`src/common/zports_consts.svh`:
```
// zports shared constants
`ifndef ZPORTS_CONSTS_SVH
`define ZPORTS_CONSTS_SVH

// bus widths
`define ADDR_W 16
`define DATA_W 8

// low address byte of the decoded ports
`define PORT_FE    8'hFE
`define PORT_FD    8'hFD
`define PORT_XT    8'hAF
`define PORT_SDCFG 8'h77
`define PORT_SDDAT 8'h57

// high address byte of #xxAF
`define XT_STATUS    8'h00
`define XT_RAMPAGE   8'h10 // #10..#13
`define XT_FMADDR    8'h15
`define XT_SYSCONF   8'h20
`define XT_MEMCONF   8'h21
`define XT_INTMASK   8'h2A
`define XT_CACHECONF 8'h2B

// register values after reset
`define RST_PAGE0   8'h00
`define RST_PAGE1   8'h05
`define RST_PAGE2   8'h02
`define RST_PAGE3   8'h00
`define RST_MEMCONF 8'h04 // no rom mapping
`define RST_SYSCONF 8'h00 // 3.5 MHz
`define RST_INTMASK 8'h01 // frame int only

`define NUM_PAGES 4
`define VDAC_VER  3'h0

`endif

```
`src/common/bus_pkg.sv`:
```
// Z80 bus decode types
package bus_pkg;

  // port selected by the current address
  typedef enum logic [2:0]
  {
    PK_NONE  = 3'd0,
    PK_FE    = 3'd1, // keyboard and tape
    PK_7FFD  = 3'd2, // 128k paging
    PK_XT    = 3'd3, // extended registers #xxAF
    PK_SDCFG = 3'd4, // z-controller config
    PK_SDDAT = 3'd5  // z-controller data
  } port_kind_e;

endpackage

```
`src/common/xt_pkg.sv`:
```
// extended register types
package xt_pkg;

  // register addressed through #xxAF
  typedef enum logic [2:0]
  {
    XR_STATUS    = 3'd0,
    XR_PAGE      = 3'd1, // any of #10..#13
    XR_FMADDR    = 3'd2,
    XR_SYSCONF   = 3'd3,
    XR_MEMCONF   = 3'd4,
    XR_INTMASK   = 3'd5,
    XR_CACHECONF = 3'd6,
    XR_OTHER     = 3'd7
  } xt_reg_e;

  // memconf[7:6], how #7FFD builds page 3
  typedef enum logic [1:0]
  {
    ML_128     = 2'd0, // plain 128k
    ML_LOCK    = 2'd1, // 128k banks locked
    ML_LOCK_M1 = 2'd2, // opfetch lock, handled as ML_LOCK
    ML_1024    = 2'd3  // pentagon 1024 style
  } mem_lock_e;

endpackage

```
`src/source/bus_decode.sv`:
```
// I/O strobe and port decoder
`timescale 1ns/1ps
`include "zports_consts.svh"

module bus_decode
  import bus_pkg::*;
  import xt_pkg::*;
(
  input  logic               clk,
  input  logic               rst,
  input  logic [`ADDR_W-1:0] a,
  input  logic               iowr,
  input  logic               iord,
  output port_kind_e         port_kind,
  output xt_reg_e            xt_reg,
  output logic [1:0]         page_idx,
  output logic               wr_stb,
  output logic               rd_stb
);

  logic [7:0] lo_byte;
  logic [7:0] hi_byte;
  logic       iowr_q; // previous sample of iowr
  logic       iord_q;

  assign lo_byte  = a[7:0];
  assign hi_byte  = a[15:8];
  assign page_idx = hi_byte[1:0];

  // one pulse per access, registered
  always_ff @(posedge clk or posedge rst)
  begin
    if (rst)
    begin
      iowr_q <= 1'b0;
      iord_q <= 1'b0;
      wr_stb <= 1'b0;
      rd_stb <= 1'b0;
    end
    else
    begin
      iowr_q <= iowr;
      iord_q <= iord;
      wr_stb <= iowr && !iowr_q;
      rd_stb <= iord && !iord_q;
    end
  end

  always_comb
  begin
    case (lo_byte)
      `PORT_FE:    port_kind = PK_FE;
      `PORT_FD:    port_kind = a[15] ? PK_NONE : PK_7FFD; // a15 high is the AY
      `PORT_XT:    port_kind = PK_XT;
      `PORT_SDCFG: port_kind = PK_SDCFG;
      `PORT_SDDAT: port_kind = PK_SDDAT;
      default:     port_kind = PK_NONE;
    endcase
  end

  // high byte of #xxAF
  always_comb
  begin
    case (hi_byte)
      `XT_STATUS:    xt_reg = XR_STATUS;
      `XT_RAMPAGE, `XT_RAMPAGE + 8'd1, `XT_RAMPAGE + 8'd2, `XT_RAMPAGE + 8'd3:
        xt_reg = XR_PAGE;
      `XT_FMADDR:    xt_reg = XR_FMADDR;
      `XT_SYSCONF:   xt_reg = XR_SYSCONF;
      `XT_MEMCONF:   xt_reg = XR_MEMCONF;
      `XT_INTMASK:   xt_reg = XR_INTMASK;
      `XT_CACHECONF: xt_reg = XR_CACHECONF;
      default:       xt_reg = XR_OTHER;
    endcase
  end

endmodule

```
`src/source/port_read_mux.sv`:
```
// port read data mux
`timescale 1ns/1ps
`include "zports_consts.svh"

module port_read_mux
  import bus_pkg::*;
  import xt_pkg::*;
(
  input  port_kind_e                    port_kind,
  input  xt_reg_e                       xt_reg,
  input  logic [1:0]                    page_idx,
  input  logic [`NUM_PAGES*`DATA_W-1:0] xt_page,
  input  logic                          pwr_up,
  input  logic [4:0]                    keys_in,
  input  logic                          tape_read,
  input  logic [`DATA_W-1:0]            sd_dataout,
  input  logic                          iord,
  output logic [`DATA_W-1:0]            dout,
  output logic                          porthit,
  output logic                          dataout
);

  logic [`DATA_W-1:0] xt_dout;

  // only pages 2 and 3 read back
  always_comb
  begin
    case (xt_reg)
      XR_STATUS: xt_dout = {1'b0, pwr_up, 3'b000, `VDAC_VER};
      XR_PAGE:   xt_dout = page_idx[1] ? xt_page[page_idx*`DATA_W +: `DATA_W] : 8'hFF;
      default:   xt_dout = 8'hFF;
    endcase
  end

  always_comb
  begin
    case (port_kind)
      PK_FE:    dout = {1'b1, tape_read, 1'b1, keys_in};
      PK_XT:    dout = xt_dout;
      PK_SDCFG: dout = 8'h00; // card present, not write protected
      PK_SDDAT: dout = sd_dataout;
      default:  dout = 8'hFF;
    endcase
  end

  assign porthit = (port_kind != PK_NONE);
  assign dataout = porthit && iord; // drive the data bus

endmodule

```
`src/source/sd_spi_ctrl.sv`:
```
// Z-controller SD control
`timescale 1ns/1ps
`include "zports_consts.svh"

module sd_spi_ctrl
  import bus_pkg::*;
(
  input  logic               clk,
  input  logic               rst,
  input  logic [`DATA_W-1:0] din,
  input  logic               iowr,
  input  logic               wr_stb,
  input  logic               rd_stb,
  input  port_kind_e         port_kind,
  output logic               sdcs_n,
  output logic               sd2cs_n,
  output logic               sd_start,
  output logic [`DATA_W-1:0] sd_datain
);

  logic cfg_wr;

  assign cfg_wr = wr_stb && (port_kind == PK_SDCFG);

  // both cards deselected after reset
  always_ff @(posedge clk or posedge rst)
  begin
    if (rst)
    begin
      sdcs_n  <= 1'b1;
      sd2cs_n <= 1'b1;
    end
    else if (cfg_wr)
    begin
      sdcs_n  <= din[1];
      sd2cs_n <= ~din[4];
    end
  end

  // reads shift out FF, one byte per #57 access
  assign sd_start  = (wr_stb || rd_stb) && (port_kind == PK_SDDAT);
  assign sd_datain = iowr ? din : 8'hFF;

endmodule

```
`src/source/zports_top.sv`:
```
// Z80 I/O port decoder top
`timescale 1ns/1ps
`include "zports_consts.svh"

module zports_top
  import bus_pkg::*;
  import xt_pkg::*;
(
  input  logic                          clk,
  input  logic                          rst,
  input  logic [`ADDR_W-1:0]            a,
  input  logic [`DATA_W-1:0]            din,
  input  logic                          iowr,
  input  logic                          iord,
  input  logic [4:0]                    keys_in,
  input  logic                          tape_read,
  input  logic [`DATA_W-1:0]            sd_dataout,
  output logic [`DATA_W-1:0]            dout,
  output logic                          dataout,
  output logic                          porthit,
  output logic [`NUM_PAGES*`DATA_W-1:0] xt_page,
  output logic [`DATA_W-1:0]            memconf,
  output logic [`DATA_W-1:0]            sysconf,
  output logic [3:0]                    cacheconf,
  output logic [`DATA_W-1:0]            intmask,
  output logic [4:0]                    fmaddr,
  output logic                          sdcs_n,
  output logic                          sd2cs_n,
  output logic                          sd_start,
  output logic [`DATA_W-1:0]            sd_datain
);

  port_kind_e         port_kind;
  xt_reg_e            xt_reg;
  logic [1:0]         page_idx;
  logic               wr_stb;
  logic               rd_stb;
  logic               page_wr;
  logic [`DATA_W-1:0] page_val;
  logic               bank_bit;
  logic               pwr_up;

  bus_decode i_bus_decode (
    .clk       (clk),
    .rst       (rst),
    .a         (a),
    .iowr      (iowr),
    .iord      (iord),
    .port_kind (port_kind),
    .xt_reg    (xt_reg),
    .page_idx  (page_idx),
    .wr_stb    (wr_stb),
    .rd_stb    (rd_stb)
  );

  paging_7ffd i_paging_7ffd (
    .clk       (clk),
    .rst       (rst),
    .din       (din),
    .wr_stb    (wr_stb),
    .port_kind (port_kind),
    .memconf   (memconf),
    .page_wr   (page_wr),
    .page_val  (page_val),
    .bank_bit  (bank_bit)
  );

  xt_regfile i_xt_regfile (
    .clk       (clk),
    .rst       (rst),
    .din       (din),
    .wr_stb    (wr_stb),
    .rd_stb    (rd_stb),
    .port_kind (port_kind),
    .xt_reg    (xt_reg),
    .page_idx  (page_idx),
    .page_wr   (page_wr),
    .page_val  (page_val),
    .bank_bit  (bank_bit),
    .xt_page   (xt_page),
    .memconf   (memconf),
    .sysconf   (sysconf),
    .intmask   (intmask),
    .cacheconf (cacheconf),
    .fmaddr    (fmaddr),
    .pwr_up    (pwr_up)
  );

  sd_spi_ctrl i_sd_spi_ctrl (
    .clk       (clk),
    .rst       (rst),
    .din       (din),
    .iowr      (iowr),
    .wr_stb    (wr_stb),
    .rd_stb    (rd_stb),
    .port_kind (port_kind),
    .sdcs_n    (sdcs_n),
    .sd2cs_n   (sd2cs_n),
    .sd_start  (sd_start),
    .sd_datain (sd_datain)
  );

  port_read_mux i_port_read_mux (
    .port_kind  (port_kind),
    .xt_reg     (xt_reg),
    .page_idx   (page_idx),
    .xt_page    (xt_page),
    .pwr_up     (pwr_up),
    .keys_in    (keys_in),
    .tape_read  (tape_read),
    .sd_dataout (sd_dataout),
    .iord       (iord),
    .dout       (dout),
    .porthit    (porthit),
    .dataout    (dataout)
  );

endmodule

```
`src/xt_regs/paging_7ffd.sv`:
```
// 7FFD paging and lock48
`timescale 1ns/1ps
`include "zports_consts.svh"

module paging_7ffd
  import bus_pkg::*;
  import xt_pkg::*;
(
  input  logic               clk,
  input  logic               rst,
  input  logic [`DATA_W-1:0] din,
  input  logic               wr_stb,
  input  port_kind_e         port_kind,
  input  logic [`DATA_W-1:0] memconf,
  output logic               page_wr,
  output logic [`DATA_W-1:0] page_val,
  output logic               bank_bit
);

  mem_lock_e lock_mode;
  logic      lock48; // 48k lock, cleared only by reset

  assign lock_mode = mem_lock_e'(memconf[7:6]);
  assign page_wr   = wr_stb && (port_kind == PK_7FFD) && !lock48;
  assign bank_bit  = din[4]; // rom bank select

  always_comb
  begin
    case (lock_mode)
      ML_128:             page_val = {3'b000, din[7:6], din[2:0]};
      ML_LOCK, ML_LOCK_M1: page_val = {5'b00000, din[2:0]};
      ML_1024:            page_val = {2'b00, din[5], din[7:6], din[2:0]};
    endcase
  end

  // din[5] is a page bit in 1024 mode, not a lock
  always_ff @(posedge clk or posedge rst)
  begin
    if (rst)
      lock48 <= 1'b0;
    else if (page_wr && (lock_mode != ML_1024))
      lock48 <= din[5];
  end

endmodule

```
`src/xt_regs/xt_regfile.sv`:
```
// extended configuration registers
`timescale 1ns/1ps
`include "zports_consts.svh"

module xt_regfile
  import bus_pkg::*;
  import xt_pkg::*;
(
  input  logic                          clk,
  input  logic                          rst,
  input  logic [`DATA_W-1:0]            din,
  input  logic                          wr_stb,
  input  logic                          rd_stb,
  input  port_kind_e                    port_kind,
  input  xt_reg_e                       xt_reg,
  input  logic [1:0]                    page_idx,
  input  logic                          page_wr,
  input  logic [`DATA_W-1:0]            page_val,
  input  logic                          bank_bit,
  output logic [`NUM_PAGES*`DATA_W-1:0] xt_page,
  output logic [`DATA_W-1:0]            memconf,
  output logic [`DATA_W-1:0]            sysconf,
  output logic [`DATA_W-1:0]            intmask,
  output logic [3:0]                    cacheconf,
  output logic [4:0]                    fmaddr,
  output logic                          pwr_up
);

  logic [`DATA_W-1:0] page_q [`NUM_PAGES];
  logic               xt_wr;
  logic               status_rd;

  assign xt_wr     = wr_stb && (port_kind == PK_XT);
  assign status_rd = rd_stb && (port_kind == PK_XT) && (xt_reg == XR_STATUS);

  // page 3 in the top byte
  always_comb
  begin
    for (int i = 0; i < `NUM_PAGES; i++)
      xt_page[i*`DATA_W +: `DATA_W] = page_q[i];
  end

  always_ff @(posedge clk or posedge rst)
  begin
    if (rst)
    begin
      page_q[0] <= `RST_PAGE0;
      page_q[1] <= `RST_PAGE1;
      page_q[2] <= `RST_PAGE2;
      page_q[3] <= `RST_PAGE3;
      memconf   <= `RST_MEMCONF;
      sysconf   <= `RST_SYSCONF;
      intmask   <= `RST_INTMASK;
      cacheconf <= 4'h0; // cache off
      fmaddr    <= 5'd0;
    end
    else if (page_wr) // #7FFD wins over #xxAF
    begin
      page_q[3]  <= page_val;
      memconf[0] <= bank_bit;
    end
    else if (xt_wr)
    begin
      case (xt_reg)
        XR_PAGE:      page_q[page_idx] <= din;
        XR_FMADDR:    fmaddr <= din[4:0];
        XR_SYSCONF:
        begin
          sysconf   <= din;
          cacheconf <= {4{din[2]}}; // turbo bit enables all cache windows
        end
        XR_MEMCONF:   memconf <= din;
        XR_INTMASK:   intmask <= din;
        XR_CACHECONF: cacheconf <= din[3:0];
        default:      ;
      endcase
    end
  end

  // set at reset, gone after first status read
  always_ff @(posedge clk or posedge rst)
  begin
    if (rst)
      pwr_up <= 1'b1;
    else if (status_rd)
      pwr_up <= 1'b0;
  end

endmodule

```
`config.mk`:
```
export PLATFORM = sky130hd
export DESIGN_NAME = zports_top
export DESIGN_NICKNAME = d
export VERILOG_FILES = /design/src/common/bus_pkg.sv /design/src/common/xt_pkg.sv /design/src/source/bus_decode.sv /design/src/source/port_read_mux.sv /design/src/source/sd_spi_ctrl.sv /design/src/source/zports_top.sv /design/src/xt_regs/paging_7ffd.sv /design/src/xt_regs/xt_regfile.sv
export VERILOG_INCLUDE_DIRS = /design/src /design/src/common
export SDC_FILE = /design/constraint.sdc
export NUM_CORES = 1
export LEC_CHECK = 0
export BUFFER_PORTS_ARGS = -buffer_cell sky130_fd_sc_hd__buf_2
export CAP_MARGIN = 20
export CORE_MARGIN = 2
export CORE_UTILIZATION = 25
export CTS_CLUSTER_SIZE = 12
export DETAILED_ROUTE_END_ITERATION = 12
export PLACE_DENSITY_LB_ADDON = 0.08
export SLEW_MARGIN = 15
export SYNTH_ARGS = -nofsm -noshare
export SYNTH_HDL_FRONTEND = slang
export SYNTH_SLANG_ARGS = --single-unit
export TNS_END_PERCENT = 20
```
`constraint.sdc`:
```
create_clock -name clk -period 3.76 [get_ports clk]
set_input_delay 0.564 -clock clk [delete_from_list [all_inputs] [get_ports clk]]
set_output_delay 0.564 -clock clk [all_outputs]
set_load 0.02 [all_outputs]
```
* Word-level counts from Yosys, hierarchy flattened
Cells that the tools add are included.
Storage, ports and cells: register bits after elaboration 73
Cells by class: shift-type cells 1, reductions and logical operators 34, equality and inequality tests 29, bitwise gates (word level) 3, magnitude comparators 2, multiplexer cells 18
Operator list (count):
- 8-bit 2-to-1 mux | 6
- 8-bit by 5-bit equality test with 1-bit output, second input constant | 5
- 32-bit bitwise mux | 1
- 8-bit by 6-bit equality test with 1-bit output, second input constant | 4
- 8-bit one-hot mux with 4 select lines | 1
- 32-bit by 6-bit indexed part select with 8-bit output | 1
- 8-bit equality test, second input constant | 3
- 8-bit one-hot mux with 3 select lines | 1
- 3-bit one-hot mux with 7 select lines | 1
- 3-bit AND reduction | 6
- 8-bit demux with 2-bit select | 1
- 8-bit by 7-bit equality test with 1-bit output, second input constant | 2
- 8-bit one-hot mux with 2 select lines | 1
- 3-bit equality test, second input constant | 5
- 3-bit one-hot mux with 5 select lines | 1
- 3-bit by 2-bit equality test with 1-bit output, second input constant | 4
- 1-bit logical AND | 12
- 8-bit zero test | 1
- 4-bit one-hot mux with 2 select lines | 1
- 2-bit nonzero test | 4
- 3-bit by 1-bit equality test with 1-bit output, second input constant | 2
- 2-bit equality test, second input constant | 2
- 2-bit AND reduction | 2
- 4-bit OR reduction | 1
- other kinds (14) | 19

* Logic depth before layout (Yosys ltp)
Gate-level depths: netlist of run 1.
depth in word-level cells 9, mapped depth 7

* Hierarchy
A second synthesis of run 1 with hierarchy kept.
Second synthesis, totals: cell total of the unflattened synthesis 337, area, all modules 3962.6 sq um
By module, submodules not included:
- xt_regfile | area an instance 2856.5 sq um, seq. area each 1659.1 sq um, times used 1, cells an instance 198
- port_read_mux | area an instance 419.2 sq um, seq. area each 0.0 sq um, times used 1, cells an instance 58
- bus_decode | area an instance 380.4 sq um, seq. area each 100.1 sq um, times used 1, cells an instance 47
- sd_spi_ctrl | area an instance 167.7 sq um, seq. area each 52.6 sq um, times used 1, cells an instance 17
- paging_7ffd | area an instance 138.9 sq um, seq. area each 25.0 sq um, times used 1, cells an instance 17

* Worst setup path after synthesis of run 1
OpenSTA, ideal clock, no wires.
path kind input port to output port, start input a[4], end output dataout, buffers on the path 0, data arrival time 2040 ps, cell stages on the path 5, slack 1156 ps, path through or3b_2 > a21boi_0 > a21o_1 > nand2b_1 > and2_1
On the way: word-level cells in the longest chain between the ends 4
RTL lines:
- start: declaration | RTL line zports_top.sv:11 | input logic [`ADDR_W-1:0] a,
- 8-bit by 7-bit equality test with 1-bit output / 8-bit equality test (equally long branches) | RTL line bus_decode.sv:51 | case (lo_byte)
- 3-bit one-hot mux with 5 select lines * | RTL line bus_decode.sv:51
- 3-bit nonzero test * | RTL line port_read_mux.sv:46 | assign porthit = (port_kind != PK_NONE);
- via porthit | RTL line zports_top.sv:20 | output logic porthit,
- 1-bit logical AND * | RTL line port_read_mux.sv:47 | assign dataout = porthit && iord;
- end: declaration | RTL line zports_top.sv:19 | output logic dataout,
Mark *: on every way through the listed nets, which the timed path passes. The rest lies on a longest branch.

* Worst setup path in the final report of run 1
start input a[15], end output dout[1]
On the way: word-level cells in the longest chain between the ends 6
RTL lines:
- 8-bit by 5-bit equality test with 1-bit output | RTL line bus_decode.sv:64 | case (hi_byte)
- 4-bit OR reduction | RTL line bus_decode.sv:64
- 3-bit one-hot mux with 7 select lines | RTL line bus_decode.sv:64
- 3-bit by 1-bit equality test with 1-bit output / 3-bit zero test (equally long branches) | RTL line port_read_mux.sv:28 | case (xt_reg)
- 8-bit one-hot mux with 2 select lines | RTL line port_read_mux.sv:28
- 8-bit one-hot mux with 4 select lines * | RTL line port_read_mux.sv:37 | case (port_kind)
- end: declaration | RTL line zports_top.sv:18 | output logic [`DATA_W-1:0] dout,
Mark *: on every way between the ends. The rest lies on a longest branch, timed or not.

==> results of run 1 <==
synthesized netlist by cell type, types with 3 or more instances:
cell and count:
nor3_4 3, nor3b_1 4, nor4_1 4, dfrtp_1 65
dfstp_2 8, a21oi_1 4, nor3_1 4, mux2_2 55
nor2_1 7, o211ai_1 3, mux2_4 6, a22oi_1 6
inv_1 8, mux2i_1 5, or4_1 4, nor2b_1 5
nand2_1 15, o21ai_0 14, and4_1 3, nand3b_1 3
clkbuf_1 7, nand2b_1 11, nand3_1 14
power groups by stage:
stage,clock network (uW),logic [uW],registers [uW]
final,848,121,796
after global routing,924,135,796
after CTS,874,124,796
after detailed placement,0,124,810
after global placement,0,124,810
after floorplan,0,52.8,813
routing by layer:
metal  vias to the layer above  routed length, microns  global-route usage
met5                         -                       0                   0
met4                         0                     101             0.04957
met3                         6                     470             0.03903
met2                        54                    5346              0.2434
met1                      1401                    4869              0.1999
li1                       1332                       -                   -
critical path, stage by stage:
cell and delay, ns:
buf_2 0.13, or4_1 0.66, nor2_2 0.25, nand2_1 0.25, o21ai_0 0.25, nand3_1 0.10
buf_2 0.17
state kept, by name, indices dropped and copies added (netlist names):
name and cells:
i_xt_regfile.xt_page 32, i_xt_regfile.intmask 8, i_xt_regfile.memconf 8, i_xt_regfile.sysconf 8
i_xt_regfile.fmaddr 5, i_xt_regfile.cacheconf 4, i_bus_decode.iord_q 1, i_bus_decode.iowr_q 1
i_bus_decode.rd_stb 1, i_bus_decode.wr_stb 1, i_paging_7ffd.lock48 1, i_sd_spi_ctrl.sd2cs_n 1
i_sd_spi_ctrl.sdcs_n 1, i_xt_regfile.pwr_up 1
final timing paths:
check / slack (ns) / end / cells past startpoint / start
setup / recovery: 0.83 / dout[1] / 7 / a[15]
hold / removal: 0.36 / i_bus_decode.iord_q / 1 / iord
setup reg to reg: 1.28 / i_xt_regfile.xt_page[7] / 4 / i_bus_decode.wr_stb
hold reg to reg: 0.40 / i_bus_decode.wr_stb / 1 / i_bus_decode.iowr_q
max in group asynchronous: 2.60 / i_sd_spi_ctrl.sd2cs_n / 3 / rst
min in group asynchronous: 0.39 / i_xt_regfile.xt_page[26] / 2 / rst
cell type report:
class                      count  area [sq um]  share of cell area
tap                          180         225.2             0.04814
multi-input combinational    199          1610              0.3442
inverter                       8         31.28            0.006686
clock inverter                 3         21.27            0.004547
timing repair buffer         132         673.1              0.1439
clock buffer                  13         280.3             0.05991
sequential                    73          1837              0.3926
kinds of logic (layout without fill, tap and decap cells):
logic type / after synthesis / in the layout
XOR/XNOR: 2 / 2
multiplexers: 66 / 66
buffers and inverters: 17 / 156
flip-flops: 73 / 73
AO/OA/AOI/OAI: 38 / 38
AND/OR/NAND/NOR: 93 / 93
per-stage QoR:
stage / instance area (sq um) / power (uW) / hold slack [ns]
after global routing: 4678 / 1855 / 0.3378
after global placement: 4377 / 934.3 / 0.3855
after CTS: 4678 / 1794 / 0.3485
final: 4678 / 1765 / 0.3589
after detailed placement: 4377 / 934.3 / 0.3916
after floorplan: 3520 / 865.6 / 0.3777
==> metrics.yaml, run 1 <==
status: "complete, no violations"
io_pins: 128
initial_core_util: 0.2545
synth_top_flop_cell: "dfrtp_1"
synthMuxAreaShare: 0.2158
synth_edf_count: 0
avgSynthCellArea_sq_um: 12.18
period_needed_ns: 2.929
final_common_cell: "buf_2"
switching_power_uw: 413.7
netSwitchingFraction: 0.2343
numClockSinks: 73
grt_use_total: 0.1518
cts_max_level: 3
clk_latency_ns: 0.33
layout_common_cells: "buf_2, dfrtp_1, mux2_2"
synth_cell_types: 48
synthAdderAreaFrac: 0
drcViolationCount: 0
p_int_uw: 1352
synth_area_sq_um: 3520
worst_pin_slew_ns: 0.9032
yosys.area.top_type: "dfrtp_1"
cp_max_fo: 8
synth_top_family_by_area: "multiplexers"
post_cts_resized: 0
dp.cells: 592
p_seq_frac: 0.451
die_x_microns: 122.7
root_buffer: "clkbuf_16"
setup_violations: 0
hp-class: "in2reg"
synth_fp_nets: 331
cts_tree: "yes"
first_pass_iters: 4
via_count: 2793
grt_pass1_wl_mm: 16.68
clkTransAtPathRegs_ns: 0.06
end_kind: "output pin"
rsz0062_at_grt: "no"
finalMaxSlewViolations: 0
syn_to_final_growth_pct: 32.92
synth_top_area_frac: 0.4621
fp.dieArea_sq_um: 15040
die_h_microns: 122.7
finClkSkew_ns: 0.007029
overflow: 0
io_buffers: 127
start_kind: "input port"
cts_setup_buffers: 0
antennaDiodeCount: 0
synthTopCellsByArea: "dfrtp_1, mux2_2, dfstp_2"
crit_type: "in2out"
ir_drop_mv: 0.1731
timing.final.crit_share: 0.7790
dp_hpwl_mm: 7.974
ant_nets: 0
antenna_found_initial: 0
wl_per_cell_microns: 17.74
cp_data_arrival_time_ns: 2.37
yosys.area_share.simple: 0.1667
clockBufferDepth: 2
p_comb_frac: 0.068
pwr-share-clk: 0.481
yosysWarnings: 0
drive_above_1_share: 0.5421
drtIter0Drc: 159
async_reset_ff_frac: 1.000
pre_cts_ws_ns: 0.8576
p_leak_uw: 0.002379
place_congestion: 0.7727
fin_cells: 608
ctsHoldBuffers: 0
clock.fmax_mhz: 341.4
wl_mm: 10.79
fin_tns_setup_ns: 0
n_fill_cell: 1457
final_util: 0.3383
critPathRequiredTime_ns: 3.20
synth_xor_area_frac: 0.004977
synth_compound_gate_area_share: 0.07003
cts-buffers-inserted: 9
cap_violations: 0
netlist_instances: 289
grt_pass1_vias: 2831
ys_seq_area_frac: 0.5219
ys_seq_elements: 73
coreArea_sq_um: 13830
grt_max_degree: 51
routed_via_density: 4.594
relSlewSlack: 0.3971
rows: 43
worst_slack_ns: 0.8308
num-nets-final: 465
power_density_nw_per_um2: 377.3
final_hold_viol_count: 0
(Power assumes the default switching activity.)
==> inputs of run 2 (changes only) <==
- ABC_AREA: default -> 1
- clock period: 3.76 -> 3 ns (I/O delays scaled with it)
==> metrics.yaml, run 2 <==
clockBufferDepth: 2  # unchanged
routed_via_density: 4.556  # -0.83%
grt_max_degree: 74  # +45%
cts_tree: "yes"
cts_max_level: 3  # unchanged
seqCellArea_sq_um: 1837  # unchanged
p_int_uw: 1850  # +37%
start_kind: "input port"
cap_violations: 0  # unchanged
critPathRequiredTime_ns: 2.55  # -0.65 ns
io_buffers: 127  # unchanged
finalMaxSlewViolations: 0  # unchanged
yosysWarnings: 0  # unchanged
pwr-share-clk: 0.516  # +0.035
multiInputGateArea_sq_um: 1704  # +5.8%
rsz0062_at_grt: "no"
syn_to_final_growth_pct: 30.85
yosys.area.top_type: "dfrtp_1"
post_cts_resized: 0  # unchanged
drive_above_1_share: 0.3123  # -0.2298
die_x_microns: 127.2  # +3.7%
relSlewSlack: 0.3616  # -0.03550
root_buffer: "clkbuf_16"
clock.fmax_mhz: 438.9
place_area_sq_um: 4618  # +5.5%
synth_top_area_frac: 0.4289  # -0.03324
overflow: 0  # unchanged
layout_common_cells: "nand2_1, buf_2, dfrtp_1"
ys_seq_area_frac: 0.4843  # -0.03753
end_kind: "output pin"
ir_drop_mv: 0.2842  # +64%
numClockSinks: 73  # unchanged
power_density_nw_per_um2: 487.4  # +29%
final_design_area_no_fill_sq_um: 4962  # +6.1%
clkTransAtPathRegs_ns: 0.06  # about the same
cts_setup_buffers: 0  # unchanged
cp_data_arrival_time_ns: 1.83  # -0.54 ns
synthTopCellsByArea: "dfrtp_1, nand2_1, dfstp_2"
synth_top_flop_cell: "dfrtp_1"
final_hold_viol_count: 0  # unchanged
dp_hpwl_mm: 9.344  # +17%
num-nets-final: 655  # +41%
hp-class: "in2reg"
grt_use_total: 0.1575  # +0.005714
status: "complete, no violations"
drcViolationCount: 0  # unchanged
netlist_instances: 482  # +67%
period_needed_ns: 2.278
finClkSkew_ns: 0.004020  # -0.003009 ns
timing.final.crit_share: 0.7595
netSwitchingFraction: 0.2351  # +0.0007649
synth_area_sq_um: 3792  # +7.7%
place_congestion: 0.7786  # +0.76%
avgSynthCellArea_sq_um: 7.868  # -35%
setup_violations: 0  # unchanged
cp_max_fo: 7  # -1
p_leak_uw: 0.002783  # +17%
io_pins: 128  # unchanged
fin_tns_setup_ns: 0  # unchanged
async_reset_ff_frac: 1.000  # unchanged
rows: 45  # +4.7%
netlist_top_cells_count: "nand2_1, dfrtp_1, inv_1"
wl_per_cell_microns: 15.73  # -11%
switching_power_uw: 568.7  # +37%
die_h_microns: 127.2  # +3.7%
drtIter0Drc: 202  # +27%
antenna_found_initial: 0  # unchanged
final_common_cell: "nand2_1"
crit_type: "in2out"
worst_pin_slew_ns: 0.9575  # +0.05430 ns
ys_seq_elements: 73  # unchanged
p_comb_frac: 0.072  # +0.004
synth_cell_types: 31  # -35%
clk_latency_ns: 0.33  # about the same
grt_pass1_vias: 3410  # +20%
via_count: 3672  # +31%
coreArea_sq_um: 15030  # +8.7%
wl_mm: 12.68  # +17%
p_seq_frac: 0.412  # -0.039
p_total_uw: 2419  # +37%
synth_fp_nets: 524  # +58%
grt_pass1_wl_mm: 19.43  # +16%
yosysMostFrequentCell: "nand2_1"
cts-buffers-inserted: 9  # unchanged
ctsHoldBuffers: 0  # unchanged
antennaDiodeCount: 0  # unchanged
largest_register_ffs: 32  # unchanged
first_pass_iters: 5  # +1
initial_core_util: 0.2523  # -0.002279
ant_nets: 0  # unchanged
fp.dieArea_sq_um: 16170  # +7.5%
n_fill_cell: 1603  # +10%
synth_edf_count: 0  # unchanged
run 2: routing by layer:
metal	wire length, microns	part of all wire	GRT usage
met1	5886	0.46	0.2139
met2	5962	0.47	0.2502
met3	712	0.056	0.04229
met4	114	0.0090	0.04072
met5	0	0	0
run 2: cells by family after synthesis:
kind of cell,synth area share
buf+inv,0.06631
compound gates,0.1089
xor+xnor,0.002310
simple gates,0.3382
flops,0.4843
run 2: critical path, cell delays in order:
cell,delay [ns]
buf_2,0.14
nor2_1,0.35
nand2_1,0.12
o21ai_0,0.31
o211ai_1,0.14
nand2_1,0.10
nand2_1,0.05
buf_2,0.15
run 2: metrics by stage:
step	std cells	utilization	hold WS [ns]	setup WS [ns]
after floorplan	482	-	0.3774	0.7100
after global placement	790	0.3072	0.3809	0.7745
after detailed placement	790	0.3072	0.3823	0.7401
after CTS	806	0.3301	0.2257	0.7322
after global routing	806	0.3301	0.2294	0.5980
final	806	0.3301	0.2397	0.7215
run 2: final timing paths:
kind                                          start  slack, ns                   endpoint  depth (start not counted)
min in group asynchronous                       rst       0.41  i_xt_regfile.cacheconf[0]                          3
max in group asynchronous                       rst       1.98   i_xt_regfile.xt_page[28]                          3
worst max-delay path                           a[8]       0.72                    dout[6]                          8
worst min register to register  i_bus_decode.iord_q       0.39        i_bus_decode.rd_stb                          1
worst max register to register  i_bus_decode.wr_stb       1.23    i_xt_regfile.memconf[6]                          6
worst min-delay path                           iord       0.24        i_bus_decode.iord_q                          1
run 2: area by class of cell:
cell class / count / share of cell area
sequential: 73 / 0.3701
multi-input combinational: 350 / 0.3434
timing repair buffer: 130 / 0.1326
tap: 188 / 0.04740
clock buffer: 9 / 0.04539
inverter: 49 / 0.03706
clock inverter: 7 / 0.02395
run 2: power by group through the flow:
stage | logic (uW) | registers [uW] | clock network [uW]
detailed placement | 177 | 1010 | 0
global route | 194 | 997 | 1330
CTS | 178 | 997 | 1280
finish | 173 | 997 | 1250
floorplan | 85.9 | 1020 | 0
global placement | 177 | 1010 | 0
